### src/common/dma_defines.svh
// DMA engine width, depth and destination region macros
`ifndef DMA_DEFINES_SVH
`define DMA_DEFINES_SVH

// ==================================================
// Datapath sizing
// ==================================================

// Word width of the AXI read port and both local ports
`define DMA_DATA_W      32

// Bytes per word, also the address step between words
`define DMA_WORD_BYTES  4

// Words buffered between read engine and local writer
`define DMA_FIFO_DEPTH  8

// ==================================================
// Destination regions, top nibble of the dst address
// ==================================================
`define DMA_REGION_TILE 1
`define DMA_REGION_CFG  2

`endif

### src/common/dma_pkg.sv
// DMA shared vector typedefs, FSM state enums and packed port structs
`include "dma_defines.svh"

package dma_pkg;

    // ==================================================
    // Plain vector types
    // ==================================================
    typedef logic [`DMA_DATA_W-1:0] word_t;
    typedef logic [31:0]            addr_t;
    typedef logic [31:0]            word_count_t;
    // Offset inside one 4 KB tile bank
    typedef logic [11:0]            tile_addr_t;
    typedef logic [1:0]             bank_sel_t;
    typedef logic [3:0]             region_t;

    // ==================================================
    // FSM states
    // ==================================================
    typedef enum logic [1:0] {RD_IDLE, RD_ADDR, RD_DATA, RD_DONE} rd_state_t;
    typedef enum logic [1:0] {WR_IDLE, WR_WAIT, WR_WRITE, WR_DONE} wr_state_t;

    // ==================================================
    // Port bundles
    // ==================================================
    // CSR configuration, size in bytes
    typedef struct packed {
        addr_t               src;
        addr_t               dst;
        logic [31:0]         size;
    } dma_cfg_t;

    // AXI4-Lite read master to slave
    typedef struct packed {
        addr_t araddr;
        logic  arvalid;
        logic  rready;
    } axi_rd_req_t;

    // AXI4-Lite read slave to master
    typedef struct packed {
        logic  arready;
        word_t rdata;
        logic  rvalid;
    } axi_rd_rsp_t;

    // Tile memory write strobe
    typedef struct packed {
        tile_addr_t addr;
        bank_sel_t  bank;
        logic       we;
        word_t      data;
    } tile_wr_t;

    // PE-array configuration write strobe
    typedef struct packed {
        addr_t addr;
        logic  we;
        word_t data;
    } cfg_wr_t;

endpackage

### src/dma/dma_local_writer.sv
// Local writer FSM that drains the FIFO into tile memory or the config port
`include "dma_defines.svh"

module dma_local_writer
    import dma_pkg::*;
(
    input  logic        clk,
    input  logic        rst_n,
    input  logic        launch_i,
    input  addr_t       dst_i,
    input  word_count_t words_i,
    input  logic        fifo_empty_i,
    input  word_t       fifo_head_i,
    output logic        pop_o,
    output tile_wr_t    tile_o,
    output cfg_wr_t     cfg_o,
    output logic        finished_o
);

    wr_state_t   state_q;
    addr_t       addr_q;
    word_count_t remaining_q;
    region_t     region_q;
    word_t       data_q;
    logic        writing;
    logic        last_word;

    // ==================================================
    // Drain FSM
    // ==================================================
    always_ff @(posedge clk) begin
        if (!rst_n) begin
            state_q     <= WR_IDLE;
            addr_q      <= '0;
            remaining_q <= '0;
            region_q    <= '0;
        end else begin
            case (state_q)
                WR_IDLE, WR_DONE: begin
                    if (launch_i) begin
                        addr_q      <= dst_i;
                        remaining_q <= words_i;
                        // Region is fixed per transfer, not per word
                        region_q    <= dst_i[31:28];
                        state_q     <= WR_WAIT;
                    end
                end

                WR_WAIT: begin
                    // Pop lands in the data register on this edge
                    if (!fifo_empty_i) begin
                        state_q <= WR_WRITE;
                    end
                end

                WR_WRITE: begin
                    addr_q      <= addr_q + addr_t'(`DMA_WORD_BYTES);
                    remaining_q <= remaining_q - 1'b1;
                    if (last_word) begin
                        state_q <= WR_DONE;
                    end else begin
                        state_q <= WR_WAIT;
                    end
                end

                default: state_q <= WR_IDLE;
            endcase
        end
    end

    // Latched word, payload only
    always_ff @(posedge clk) begin
        if (pop_o) begin
            data_q <= fifo_head_i;
        end
    end

    assign pop_o     = (state_q == WR_WAIT) && !fifo_empty_i;
    assign writing   = (state_q == WR_WRITE);
    assign last_word = (remaining_q == word_count_t'(1));

    // Pulses on the edge of the last strobe, done follows a cycle later
    assign finished_o = writing && last_word;

    // ==================================================
    // Local write ports
    // ==================================================
    // Bank offset from bits 11:0, bank number from bits 13:12
    assign tile_o.addr = addr_q[11:0];
    assign tile_o.bank = addr_q[13:12];
    assign tile_o.data = data_q;
    assign tile_o.we   = writing && (region_q == region_t'(`DMA_REGION_TILE));

    // Config port takes the full byte address
    assign cfg_o.addr = addr_q;
    assign cfg_o.data = data_q;
    // An unmapped region strobes neither port
    assign cfg_o.we   = writing && (region_q == region_t'(`DMA_REGION_CFG));

endmodule

### src/dma/dma_read_engine.sv
// AXI4-Lite read master FSM that fetches one word per request into the FIFO
`include "dma_defines.svh"

module dma_read_engine
    import dma_pkg::*;
(
    input  logic        clk,
    input  logic        rst_n,
    input  logic        launch_i,
    input  addr_t       src_i,
    input  word_count_t words_i,
    input  logic        fifo_full_i,
    output axi_rd_req_t axi_req_o,
    input  axi_rd_rsp_t axi_rsp_i,
    output logic        push_o,
    output word_t       push_data_o
);

    rd_state_t   state_q;
    addr_t       addr_q;
    word_count_t remaining_q;
    logic        arvalid_q;
    logic        rready_q;
    logic        ar_hs;
    logic        r_hs;

    // Handshakes follow the AXI rule, valid and ready both high
    assign ar_hs = arvalid_q && axi_rsp_i.arready;
    assign r_hs  = rready_q && axi_rsp_i.rvalid;

    // ==================================================
    // Request FSM
    // ==================================================
    always_ff @(posedge clk) begin
        if (!rst_n) begin
            state_q     <= RD_IDLE;
            addr_q      <= '0;
            remaining_q <= '0;
            arvalid_q   <= 1'b0;
            rready_q    <= 1'b0;
        end else begin
            case (state_q)
                RD_IDLE, RD_DONE: begin
                    // Rest here until the controller launches a transfer
                    if (launch_i) begin
                        addr_q      <= src_i;
                        remaining_q <= words_i;
                        state_q     <= RD_ADDR;
                    end
                end

                RD_ADDR: begin
                    // Only request when there is room for the answer
                    if (!arvalid_q && !fifo_full_i) begin
                        arvalid_q <= 1'b1;
                    end
                    // arvalid stays up until the slave takes it
                    if (ar_hs) begin
                        arvalid_q <= 1'b0;
                        rready_q  <= 1'b1;
                        state_q   <= RD_DATA;
                    end
                end

                RD_DATA: begin
                    // Word is pushed on this same handshake
                    if (r_hs) begin
                        rready_q    <= 1'b0;
                        addr_q      <= addr_q + addr_t'(`DMA_WORD_BYTES);
                        remaining_q <= remaining_q - 1'b1;
                        if (remaining_q == word_count_t'(1)) begin
                            state_q <= RD_DONE;
                        end else begin
                            state_q <= RD_ADDR;
                        end
                    end
                end

                default: state_q <= RD_IDLE;
            endcase
        end
    end

    // ==================================================
    // Outputs
    // ==================================================
    assign axi_req_o.araddr  = addr_q;
    assign axi_req_o.arvalid = arvalid_q;
    assign axi_req_o.rready  = rready_q;

    // One outstanding read, so a push never meets a full FIFO
    assign push_o      = r_hs;
    assign push_data_o = axi_rsp_i.rdata;

endmodule

### src/dma/dma_transfer_ctrl.sv
// DMA transfer controller with start acceptance, word rounding and done/irq pulses
`include "dma_defines.svh"

module dma_transfer_ctrl
    import dma_pkg::*;
(
    input  logic        clk,
    input  logic        rst_n,
    input  dma_cfg_t    cfg_i,
    input  logic        start_i,
    input  logic        finished_i,
    output logic        launch_o,
    output word_count_t words_o,
    output logic        busy_o,
    output logic        done_o,
    output logic        irq_o
);

    // Shift that turns bytes into words
    localparam int WORD_SHIFT = $clog2(`DMA_WORD_BYTES);

    logic [32:0] size_rounded;
    logic        busy_q;
    logic        done_q;

    // ==================================================
    // Start acceptance
    // ==================================================
    // Zero size and start while busy are dropped here
    assign launch_o = start_i && (cfg_i.size != '0) && !busy_q;

    // Round bytes up to whole words, extra bit keeps the carry
    assign size_rounded = {1'b0, cfg_i.size} + 33'(`DMA_WORD_BYTES - 1);
    assign words_o      = word_count_t'(size_rounded >> WORD_SHIFT);

    // ==================================================
    // Busy and completion
    // ==================================================
    always_ff @(posedge clk) begin
        if (!rst_n) begin
            busy_q <= 1'b0;
            done_q <= 1'b0;
        end else begin
            // Done is a single-cycle pulse by default
            done_q <= 1'b0;
            if (launch_o) begin
                busy_q <= 1'b1;
            end else if (busy_q && finished_i) begin
                // Busy falls on the same edge that raises done
                busy_q <= 1'b0;
                done_q <= 1'b1;
            end
        end
    end

    assign busy_o = busy_q;
    assign done_o = done_q;
    // Interrupt pulses together with done
    assign irq_o  = done_q;

endmodule

### src/dma/dma_word_fifo.sv
// Circular word FIFO with occupancy count and synchronous clear
`include "dma_defines.svh"

module dma_word_fifo
    import dma_pkg::*;
(
    input  logic  clk,
    input  logic  rst_n,
    input  logic  clear_i,
    input  logic  push_i,
    input  word_t push_data_i,
    input  logic  pop_i,
    output word_t head_o,
    output logic  full_o,
    output logic  empty_o
);

    localparam int PTR_W = $clog2(`DMA_FIFO_DEPTH);
    // Count needs one bit more than the pointers to reach depth
    localparam logic [PTR_W:0] DEPTH_CNT = (PTR_W + 1)'(`DMA_FIFO_DEPTH);

    word_t            mem [`DMA_FIFO_DEPTH];
    logic [PTR_W-1:0] wr_ptr_q;
    logic [PTR_W-1:0] rd_ptr_q;
    logic [PTR_W:0]   count_q;
    logic             do_push;
    logic             do_pop;

    // Guard against overflow and underflow
    assign do_push = push_i && !full_o;
    assign do_pop  = pop_i && !empty_o;

    // Storage, no reset on the payload
    always_ff @(posedge clk) begin
        if (do_push) begin
            mem[wr_ptr_q] <= push_data_i;
        end
    end

    // ==================================================
    // Pointers and occupancy
    // ==================================================
    always_ff @(posedge clk) begin
        if (!rst_n || clear_i) begin
            wr_ptr_q <= '0;
            rd_ptr_q <= '0;
            count_q  <= '0;
        end else begin
            if (do_push) begin
                wr_ptr_q <= wr_ptr_q + 1'b1;
            end
            if (do_pop) begin
                rd_ptr_q <= rd_ptr_q + 1'b1;
            end
            // Simultaneous push and pop leaves the count alone
            if (do_push && !do_pop) begin
                count_q <= count_q + 1'b1;
            end else if (do_pop && !do_push) begin
                count_q <= count_q - 1'b1;
            end
        end
    end

    // Head is read combinationally
    assign head_o  = mem[rd_ptr_q];
    assign full_o  = (count_q == DEPTH_CNT);
    assign empty_o = (count_q == '0);

endmodule

### src/verilog/dma_engine_top.sv
// DMA engine top level with controller, read engine, word FIFO and local writer
module dma_engine_top
    import dma_pkg::*;
(
    input  logic        clk,
    input  logic        rst_n,
    // CSR side
    input  dma_cfg_t    cfg_i,
    input  logic        start_i,
    output logic        busy_o,
    output logic        done_o,
    output logic        irq_o,
    // AXI4-Lite read port
    output axi_rd_req_t axi_req_o,
    input  axi_rd_rsp_t axi_rsp_i,
    // Local destinations
    output tile_wr_t    tile_o,
    output cfg_wr_t     cfg_wr_o
);

    // ==================================================
    // Internal wiring
    // ==================================================
    logic        launch;
    word_count_t words;
    logic        finished;
    logic        fifo_push;
    word_t       fifo_push_data;
    logic        fifo_pop;
    word_t       fifo_head;
    logic        fifo_full;
    logic        fifo_empty;

    dma_transfer_ctrl u_dma_transfer_ctrl (
        .clk        (clk),
        .rst_n      (rst_n),
        .cfg_i      (cfg_i),
        .start_i    (start_i),
        .finished_i (finished),
        .launch_o   (launch),
        .words_o    (words),
        .busy_o     (busy_o),
        .done_o     (done_o),
        .irq_o      (irq_o)
    );

    // Producer, fed from the source address
    dma_read_engine u_dma_read_engine (
        .clk         (clk),
        .rst_n       (rst_n),
        .launch_i    (launch),
        .src_i       (cfg_i.src),
        .words_i     (words),
        .fifo_full_i (fifo_full),
        .axi_req_o   (axi_req_o),
        .axi_rsp_i   (axi_rsp_i),
        .push_o      (fifo_push),
        .push_data_o (fifo_push_data)
    );

    // Buffer, cleared at each launch
    dma_word_fifo u_dma_word_fifo (
        .clk         (clk),
        .rst_n       (rst_n),
        .clear_i     (launch),
        .push_i      (fifo_push),
        .push_data_i (fifo_push_data),
        .pop_i       (fifo_pop),
        .head_o      (fifo_head),
        .full_o      (fifo_full),
        .empty_o     (fifo_empty)
    );

    // Consumer, routed by the destination region
    dma_local_writer u_dma_local_writer (
        .clk          (clk),
        .rst_n        (rst_n),
        .launch_i     (launch),
        .dst_i        (cfg_i.dst),
        .words_i      (words),
        .fifo_empty_i (fifo_empty),
        .fifo_head_i  (fifo_head),
        .pop_o        (fifo_pop),
        .tile_o       (tile_o),
        .cfg_o        (cfg_wr_o),
        .finished_o   (finished)
    );

endmodule
### config.mk
export PLATFORM = sky130hd
export DESIGN_NAME = dma_engine_top
export DESIGN_NICKNAME = d
export VERILOG_FILES = /design/src/common/dma_pkg.sv /design/src/dma/dma_local_writer.sv /design/src/dma/dma_read_engine.sv /design/src/dma/dma_transfer_ctrl.sv /design/src/dma/dma_word_fifo.sv /design/src/verilog/dma_engine_top.sv
export VERILOG_INCLUDE_DIRS = /design/src /design/src/common
export SDC_FILE = /design/constraint.sdc
export NUM_CORES = 1
export LEC_CHECK = 0
export BUFFER_PORTS_ARGS = -buffer_cell sky130_fd_sc_hd__buf_2
export CORE_MARGIN = 2
export CORE_UTILIZATION = 55
export CTS_CLUSTER_SIZE = 24
export DETAILED_ROUTE_END_ITERATION = 8
export PLACE_DENSITY = 0.83
export SLEW_MARGIN = 5
export SYNTH_ARGS = -nofsm -noshare
export SYNTH_HDL_FRONTEND = slang
export SYNTH_HIERARCHICAL = 1
export SYNTH_SLANG_ARGS = --single-unit
### constraint.sdc
create_clock -name clk -period 12.45 [get_ports clk]
set_clock_uncertainty 0.05 [all_clocks]
set_input_delay 1.8675 -clock clk [delete_from_list [all_inputs] [get_ports clk]]
set_output_delay 1.8675 -clock clk [all_outputs]
set_load 0.01 [all_outputs]
**Word-level counts from Yosys, hierarchy flattened**

Memories as Yosys holds them, arrays and structs flattened. A register that Yosys moved wholly into a read port is not among the register bits.
Index checks and enable logic that the tools add are counted.

- Word-level logic and storage cells: 112
- Memories kept: 1
- Register bits: 150
- Memory bits (writable): 256
- Output and inout port bits: 149
- Input port bits: 133

- Equality and inequality tests: 16
- Bitwise gates (word level): 1
- Reductions and logical operators: 42
- Multiplexer cells: 29
- Add/subtract/negate cells: 9

Memory list:

| memory | depth | width | read ports | clocked after memory_dff | wr ports | RTL line | text |
|---|---|---|---|---|---|---|---|
| u_dma_word_fifo.mem | 8 | 32 | 1 | 1 | 1 | dma_word_fifo.sv:22 | `` word_t mem [`DMA_FIFO_DEPTH]; `` |

Operator list:

| kind | number |
|---|---|
| $pmux W32 S2 | 4 |
| $mux W32 | 5 |
| $add A32 B3 Y32 const B | 2 |
| $eq A32 B1 Y1 const B | 2 |
| $sub A32 B1 Y32 const B | 2 |
| $add A32 B2 Y33 const B | 1 |
| $reduce_bool A32 Y1 | 1 |
| $logic_and A1 B1 Y1 | 14 |
| $mux W2 | 6 |
| $pmux W2 S3 | 2 |
| $reduce_bool A2 Y1 | 6 |
| $mux W1 | 9 |
| $reduce_and A3 Y1 | 3 |
| $eq A2 B2 Y1 const B | 4 |
| $mux W4 | 2 |
| $reduce_and A2 Y1 | 4 |
| $logic_not A1 Y1 | 7 |
| $add A3 B1 Y3 const B | 2 |
| $ne A2 B1 Y1 const B | 3 |
| $reduce_or A2 Y1 | 3 |
| $add A4 B1 Y4 const B | 1 |
| $eq A2 B1 Y1 const B | 2 |
| $eq A4 B1 Y1 const B | 1 |
| $eq A4 B2 Y1 const B | 1 |
| other kinds (8) | 10 |

**Logic depth before layout (Yosys ltp)**

Gate-level depths: netlist (run 1).

- Depth after elaboration: 7
- Gate-level depth with buffers: 12
- Depth with buffers taken out: 11

**Cells and area by module**

The synthesis (run 1) kept the hierarchy.

Modules (own cells, without submodules):

| module | times used | seq. area each (µm²) | cells an instance | area an instance (µm²) |
|---|---|---|---|---|
| dma_word_fifo | 1 | 7947.6 | 445 | 10436.3 |
| dma_local_writer | 1 | 2362.3 | 677 | 5765.5 |
| dma_read_engine | 1 | 1361.3 | 592 | 4498.1 |
| dma_transfer_ctrl | 1 | 40.0 | 113 | 820.8 |

**Worst setup path after synthesis (run 1)**

Ideal clock, no wire load.

- Path type: input-to-reg
- From: input port axi_rsp_i[0] (netlist name)
- To: memory u_dma_word_fifo/mem[0][0] (netlist name) (enable)
- Required time: 11.899 ns
- Path buffers: 0
- Setup time: 0.501 ns
- Data arrival time: 5.167 ns
- Path slack: 6.732 ns
- Stages: 3
- Path through: and2_1 > nand2_2 > nor4_1

- Cells in the longest elaborated chain, start to end: 4

Ends and longest elaborated chain:

| what | RTL line | text |
|---|---|---|
| start, declared | dma_engine_top.sv:15 | `input axi_rd_rsp_t axi_rsp_i,` |
| $logic_and A1 B1 Y1 | dma_read_engine.sv:29 | `assign r_hs = rready_q && axi_rsp_i.rvalid;` |
| $logic_and A1 B1 Y1 | dma_word_fifo.sv:30 | `assign do_push = push_i && !full_o;` |
| $mux W1 | dma_word_fifo.sv:35 | `if (do_push) begin` |
| $mux W1 (not written as such) | dma_word_fifo.sv:36 | `mem[wr_ptr_q] <= push_data_i;` |
| end, declared | dma_word_fifo.sv:22 |  |

No other way between the ends.

==> qor.csv, run 1 <==
metric,value,unit
synth_seq_cells,441,
drc,2,
first_global_vias,15100,
io_pins,282,
syn-instance-count,1827,
post_cts_buffers,0,
startpoint_type,flop,
path_class,reg2out,
ctsResizeCount,0,
rows,72,
cts_tree,built,
violations,DRC,
numCtsBuffers,47,
max_slew_margin,0.327,
rsz0062_at_grt,no,
grt_max_degree,80,
powerDensity,154,nW/µm²
period_share,0.364,
timing.hold.ws,0.407,ns
gp_congestion,0.946,
clockBufferDepth,3,
cts-root-buf,clkbuf_16,
cp-end-kind,primary output,
synthFlopType,edfxtp_1,
ir_drop,0.115,mV
hold_violations,0,
drive_gt1_frac,0.249,
ys_top_cells_by_area,"edfxtp_1, dfxtp_1, mux4_1, buf_4, a21oi_1",
crit_fanout,68,
sw_frac_of_total,0.301,
min_period,4.53,ns
pwr-share-seq,0.469,
ys_seq_area_frac,0.544,
fin_area,24200,µm²
async_flop_share,0,
ys_types,92,
portBuffers,281,
die_x,202,µm
dieArea,40700,µm²
final_util,0.626,
fin_setup_tns,0,ns
vias_per_cell,6.31,
setup_viol,0,
vias,16100,
dp_hpwl,34300,µm
p_leak,8.58,nW
nets,2147,
worst_slew_pin_slew,1.01,ns
clk_pin_slew,0.06,ns
clock_power_share,0.350,
ys_warn_count,6,
drt_first_pass_iters,9,
grt.total_usage,0.263,
cts_htree_levels,2,
worstSkewPairLatency,0.59,ns
drtIter0Drc,1590,
wirelength,54700,µm
total_power,3.74,mW
synth_edf_count,288,
ant_nets,0,
slew_violations,0,
area.growth.synth_to_final,12.5,%
status,finished with violations,
coreArea,38600,µm²
crit_required,10.53,ns
placed_area,22800,µm²
initial_core_util,0.557,
grt-ovfl-total,0,
maxCapViolations,0,
p_int,2.61,mW
ctsHoldBuffers,0,
yosysTopAreaCell,edfxtp_1,
antenna_found_initial,2,
yosysTopAreaCellShare,0.402,
hold_class,reg2reg,
cts_sinks,441,
clock.fmax,221,MHz
p_switching,1.12,mW
wire_per_inst,21.4,µm
syn_nets,1977,
synth.avg_cell_area,11.8,µm²
combPwrFrac,0.180,
syn_area,21500,µm²
die_h,202,µm
grt_first_pass_wirelength,85200,µm
arrival,2.61,ns
-- Yosys cell counts, types with 22 or more instances --
cell type / instances
and3_1: 32
edfxtp_1: 288
nand2_1: 126
nor4_1: 38
mux2i_1: 25
or3_1: 22
a31oi_1: 25
mux4_1: 40
o21ai_0: 70
nand3_1: 77
nor2_1: 114
nor3_1: 53
mux2_2: 42
mux4_2: 24
a21oi_1: 120
nand4_1: 29
buf_4: 83
clkbuf_1: 70
dfxtp_1: 153
inv_1: 33
o22ai_1: 27
-- final cells by class --
cell class,count,area (µm²)
fill,2916,14400
sequential,441,11700
multi-input combinational,1168,8680
timing repair buffer,306,1590
clock buffer,61,1230
tap,518,648
clock inverter,25,206
inverter,33,124
antenna,3,7.51
-- placed cells by master (no fill, tap or decap), types with 22 or more instances in the layout --
cell       count
a21oi_1      120
a31oi_1       25
and3_1        32
buf_2        281
buf_4         25
clkbuf_16     47
dfxtp_1      150
edfxtp_1     288
inv_1         32
mux2_2        42
mux2i_1       24
mux4_1        40
mux4_2        24
nand2_1      126
nand3_1       77
nand4_1       29
nor2_1       111
nor3_1        49
nor4_1        37
o21ai_0       70
o22ai_1       27
or3_1         22
-- metrics by stage --
step / std cells / setup WS (ns)
global route: 2553 / 7.77
detailed placement: 2466 / 7.60
global placement: 2466 / 7.66
floorplan: 1827 / 6.73
CTS: 2552 / 7.91
finish: 2555 / 7.92
-- critical path, stage by stage, from the launching register on --
cell	delay, ns
dfxtp_1	0.36
ha_2	0.17
buf_4	0.59
inv_1	0.13
or3_1	0.36
nor3b_1	0.21
buf_2	0.18
-- flip-flops by register name, summed over array words and instances, names as in the netlist, 3 cells and up, named ones only --
signal,cells
u_dma_read_engine/addr_q,32
u_dma_word_fifo/rd_ptr_q,3
u_dma_local_writer/data_q,32
u_dma_word_fifo/count_q,4
u_dma_word_fifo/mem,256
u_dma_local_writer/addr_q,32
u_dma_word_fifo/wr_ptr_q,3
u_dma_local_writer/remaining_q,32
u_dma_local_writer/region_q,4
u_dma_read_engine/remaining_q,32
-- per-layer routing --
metal	vias to the layer above	routed length, µm	GRT usage
met4	2	1150	0.0641
met5	-	13	0
met3	110	4190	0.0460
met1	7869	23400	0.373
met2	784	25900	0.424
li1	7362	-	-
-- power by group through the flow --
stage / clock network (mW) / logic, mW / registers [mW]
floorplan: 0 / 0.468 / 1.77
global placement: 0 / 0.638 / 1.77
detailed placement: 0 / 0.658 / 1.78
CTS: 1.34 / 0.662 / 1.75
global route: 1.39 / 0.736 / 1.76
finish: 1.31 / 0.674 / 1.75
-- worst paths after layout --
| check | from | to | slack [ns] | depth (start not counted) |
|---|---|---|---|---|
| max reg2reg | u_dma_read_engine/state_q[0] | u_dma_read_engine/addr_q[31] | 9.15 | 9 |
| min | u_dma_local_writer/region_q[3] | u_dma_local_writer/region_q[3] | 0.41 | 2 |
| max | u_dma_local_writer/state_q[1] | tile_o[32] | 7.92 | 6 |
| min reg2reg | u_dma_local_writer/region_q[3] | u_dma_local_writer/region_q[3] | 0.41 | 2 |
-- kinds of logic (layout without fill, tap and decap cells) --
group / count (synthesis) / after routing / synth area share
and+or+nand+nor: 606 / 606 / 0.153
other: 1 / 4 / 0.000174
DFF: 441 / 441 / 0.544
adders and majority gates: 17 / 17 / 0.0102
muxes: 131 / 131 / 0.108
AOI/OAI and AO/OA: 377 / 377 / 0.114
buffers and inverters: 218 / 425 / 0.0561
xor gates and xnor gates: 36 / 36 / 0.0147
Power figures use the tool's default switching activity.
==> run 2, diff against run 1 <==
Settings changed: CORE_UTILIZATION 55 to 53.
Clock period 12.45 ns to 3.81 ns, I/O delays scaled along.
==> qor.csv, run 2 (same netlist as run 1, synthesis figures left out) <==
metric,value,unit,change
grtUsageMet2,0.438,,+0.0143
met3_usage,0.0439,,-0.00208
hold_class,in2reg,,
initial_core_util,0.539,,-0.0177
grt.total_usage,0.265,,+0.00227
grt_first_pass_wirelength,87200,µm,+2.3%
grt_max_degree,76,,-5.0%
final_cell_mix,"edfxtp_1, buf_2, dfxtp_1",,
hold_violations,0,,unchanged
ctsResizeCount,0,,unchanged
top_usage_layer,met2,,
clock.fmax,329,MHz,
antenna_cells,0,,-3
drive_gt1_frac,0.255,,+0.00527
arrival,2.42,ns,-0.19 ns
p_leak,8.67,nW,+0.99%
total_power,12.4,mW,+230%
ctsHoldBuffers,0,,unchanged
final_common_cell,edfxtp_1,,
startpoint_type,flop,,
clockBufferDepth,3,,unchanged
slew_violations,0,,unchanged
numCtsBuffers,46,,-2.1%
grt_use_met1,0.364,,-0.00870
area.growth.synth_to_final,13.1,%,
powerDensity,510,nW/µm²,+230%
wirelength,57000,µm,+4.2%
worst_slew_pin_slew,1.01,ns,+0.00177 ns
drc,0,,-2
io_pins,282,,unchanged
path_class,reg2out,,
fin_setup_tns,0,ns,unchanged
dieArea,42200,µm²,+3.7%
crit_fanout,26,,-62%
vias,16300,,+0.86%
max_slew_margin,0.320,,-0.00637
cts_tree,built,,
status,completed,,
wire_per_inst,22.2,µm,+3.9%
die_x,206,µm,+1.8%
ant_nets,0,,unchanged
first_global_vias,15400,,+1.7%
fin_area,24300,µm²,+0.54%
coreArea,39900,µm²,+3.3%
grt-ovfl-total,0,,unchanged
cts-root-buf,clkbuf_16,,
min_period,3.04,ns,
post_cts_buffers,0,,unchanged
rows,73,,+1.4%
portBuffers,281,,unchanged
drtIter0Drc,1597,,+0.44%
worstSkewPairLatency,0.58,ns,about the same
largest_reg_flops,256,,unchanged
rsz0062_at_grt,no,,
antenna_found_initial,0,,-2
clk_pin_slew,0.06,ns,about the same
drt_first_pass_iters,5,,-4
cp-end-kind,primary output,,
cts_sinks,441,,unchanged
setup_viol,0,,unchanged
period_share,0.798,,
gp_congestion,0.938,,-0.86%
cts_htree_levels,2,,unchanged
maxCapViolations,0,,unchanged
nets,2157,,+0.47%
crit_required,3.19,ns,-7.34 ns
ir_drop,0.327,mV,+190%
placed_area,22900,µm²,+0.43%
die_h,206,µm,+1.8%
regMostFlops,u_dma_word_fifo/mem,,
vias_per_cell,6.34,,+0.50%
dp_hpwl,35900,µm,+4.8%
## run 2: cell count changes in the layout (fill, tap and decap cells not counted), sizes merged
cell	before	now
clkinvlp	7	4
diode	3	0
clkbuf	61	63
inv	33	35
clkinv	17	9
bufinv	1	2
buf	306	317
## run 2: worst max-delay path: stages (launching register included)
cell and delay [ns]:
dfxtp_1 0.32, inv_1 0.06, ha_2 0.60, inv_1 0.11
or3_1 0.38, nor3b_1 0.20, buf_2 0.17
## run 2: final timing paths
check                                startpoint  slack (ns)  cells after the start                           end
hold reg to reg     u_dma_read_engine/addr_q[1]        0.40                      2   u_dma_read_engine/addr_q[1]
setup reg to reg     u_dma_word_fifo/count_q[1]        0.84                     10    u_dma_word_fifo/count_q[3]
setup / recovery  u_dma_local_writer/state_q[0]        0.77                      6                  cfg_wr_o[32]
hold / removal                        cfg_i[88]        0.19                      3  u_dma_read_engine/addr_q[24]
## run 2: area by class of cell
cell class	count	area (µm²)
flip-flops and latches	441	11700
multi-input cells	1168	8670
inverters	33	124
repair buffers	317	1690
well taps	525	657
clock buffers	63	1290
clock inverters	17	188
fillers	3075	15600
## run 2: routing by layer
| metal | part of all wire | wire, µm |
|---|---|---|
| met1 | 0.41 | 23400 |
| met2 | 0.48 | 27500 |
| met3 | 0.086 | 4880 |
| met4 | 0.021 | 1210 |
| met5 | 0 | 0 |
## run 2: through the flow
stage,instances,utilization,hold WS (ns),setup slack [ns]
after floorplan,1827,-,0.382,0.0587
after global placement,2484,0.573,0.389,0.647
after detailed placement,2484,0.573,0.396,0.639
after CTS,2564,0.610,0.157,0.753
after global routing,2564,0.610,0.177,0.602
final,2564,0.610,0.194,0.769
## run 2: power breakdown
part | switching, mW | total (mW) | internal [mW]
clock network | 1.88 | 4.40 | 2.52
logic | 1.46 | 2.28 | 0.814
registers | 0.359 | 5.73 | 5.38
total | 3.71 | 12.4 | 8.71
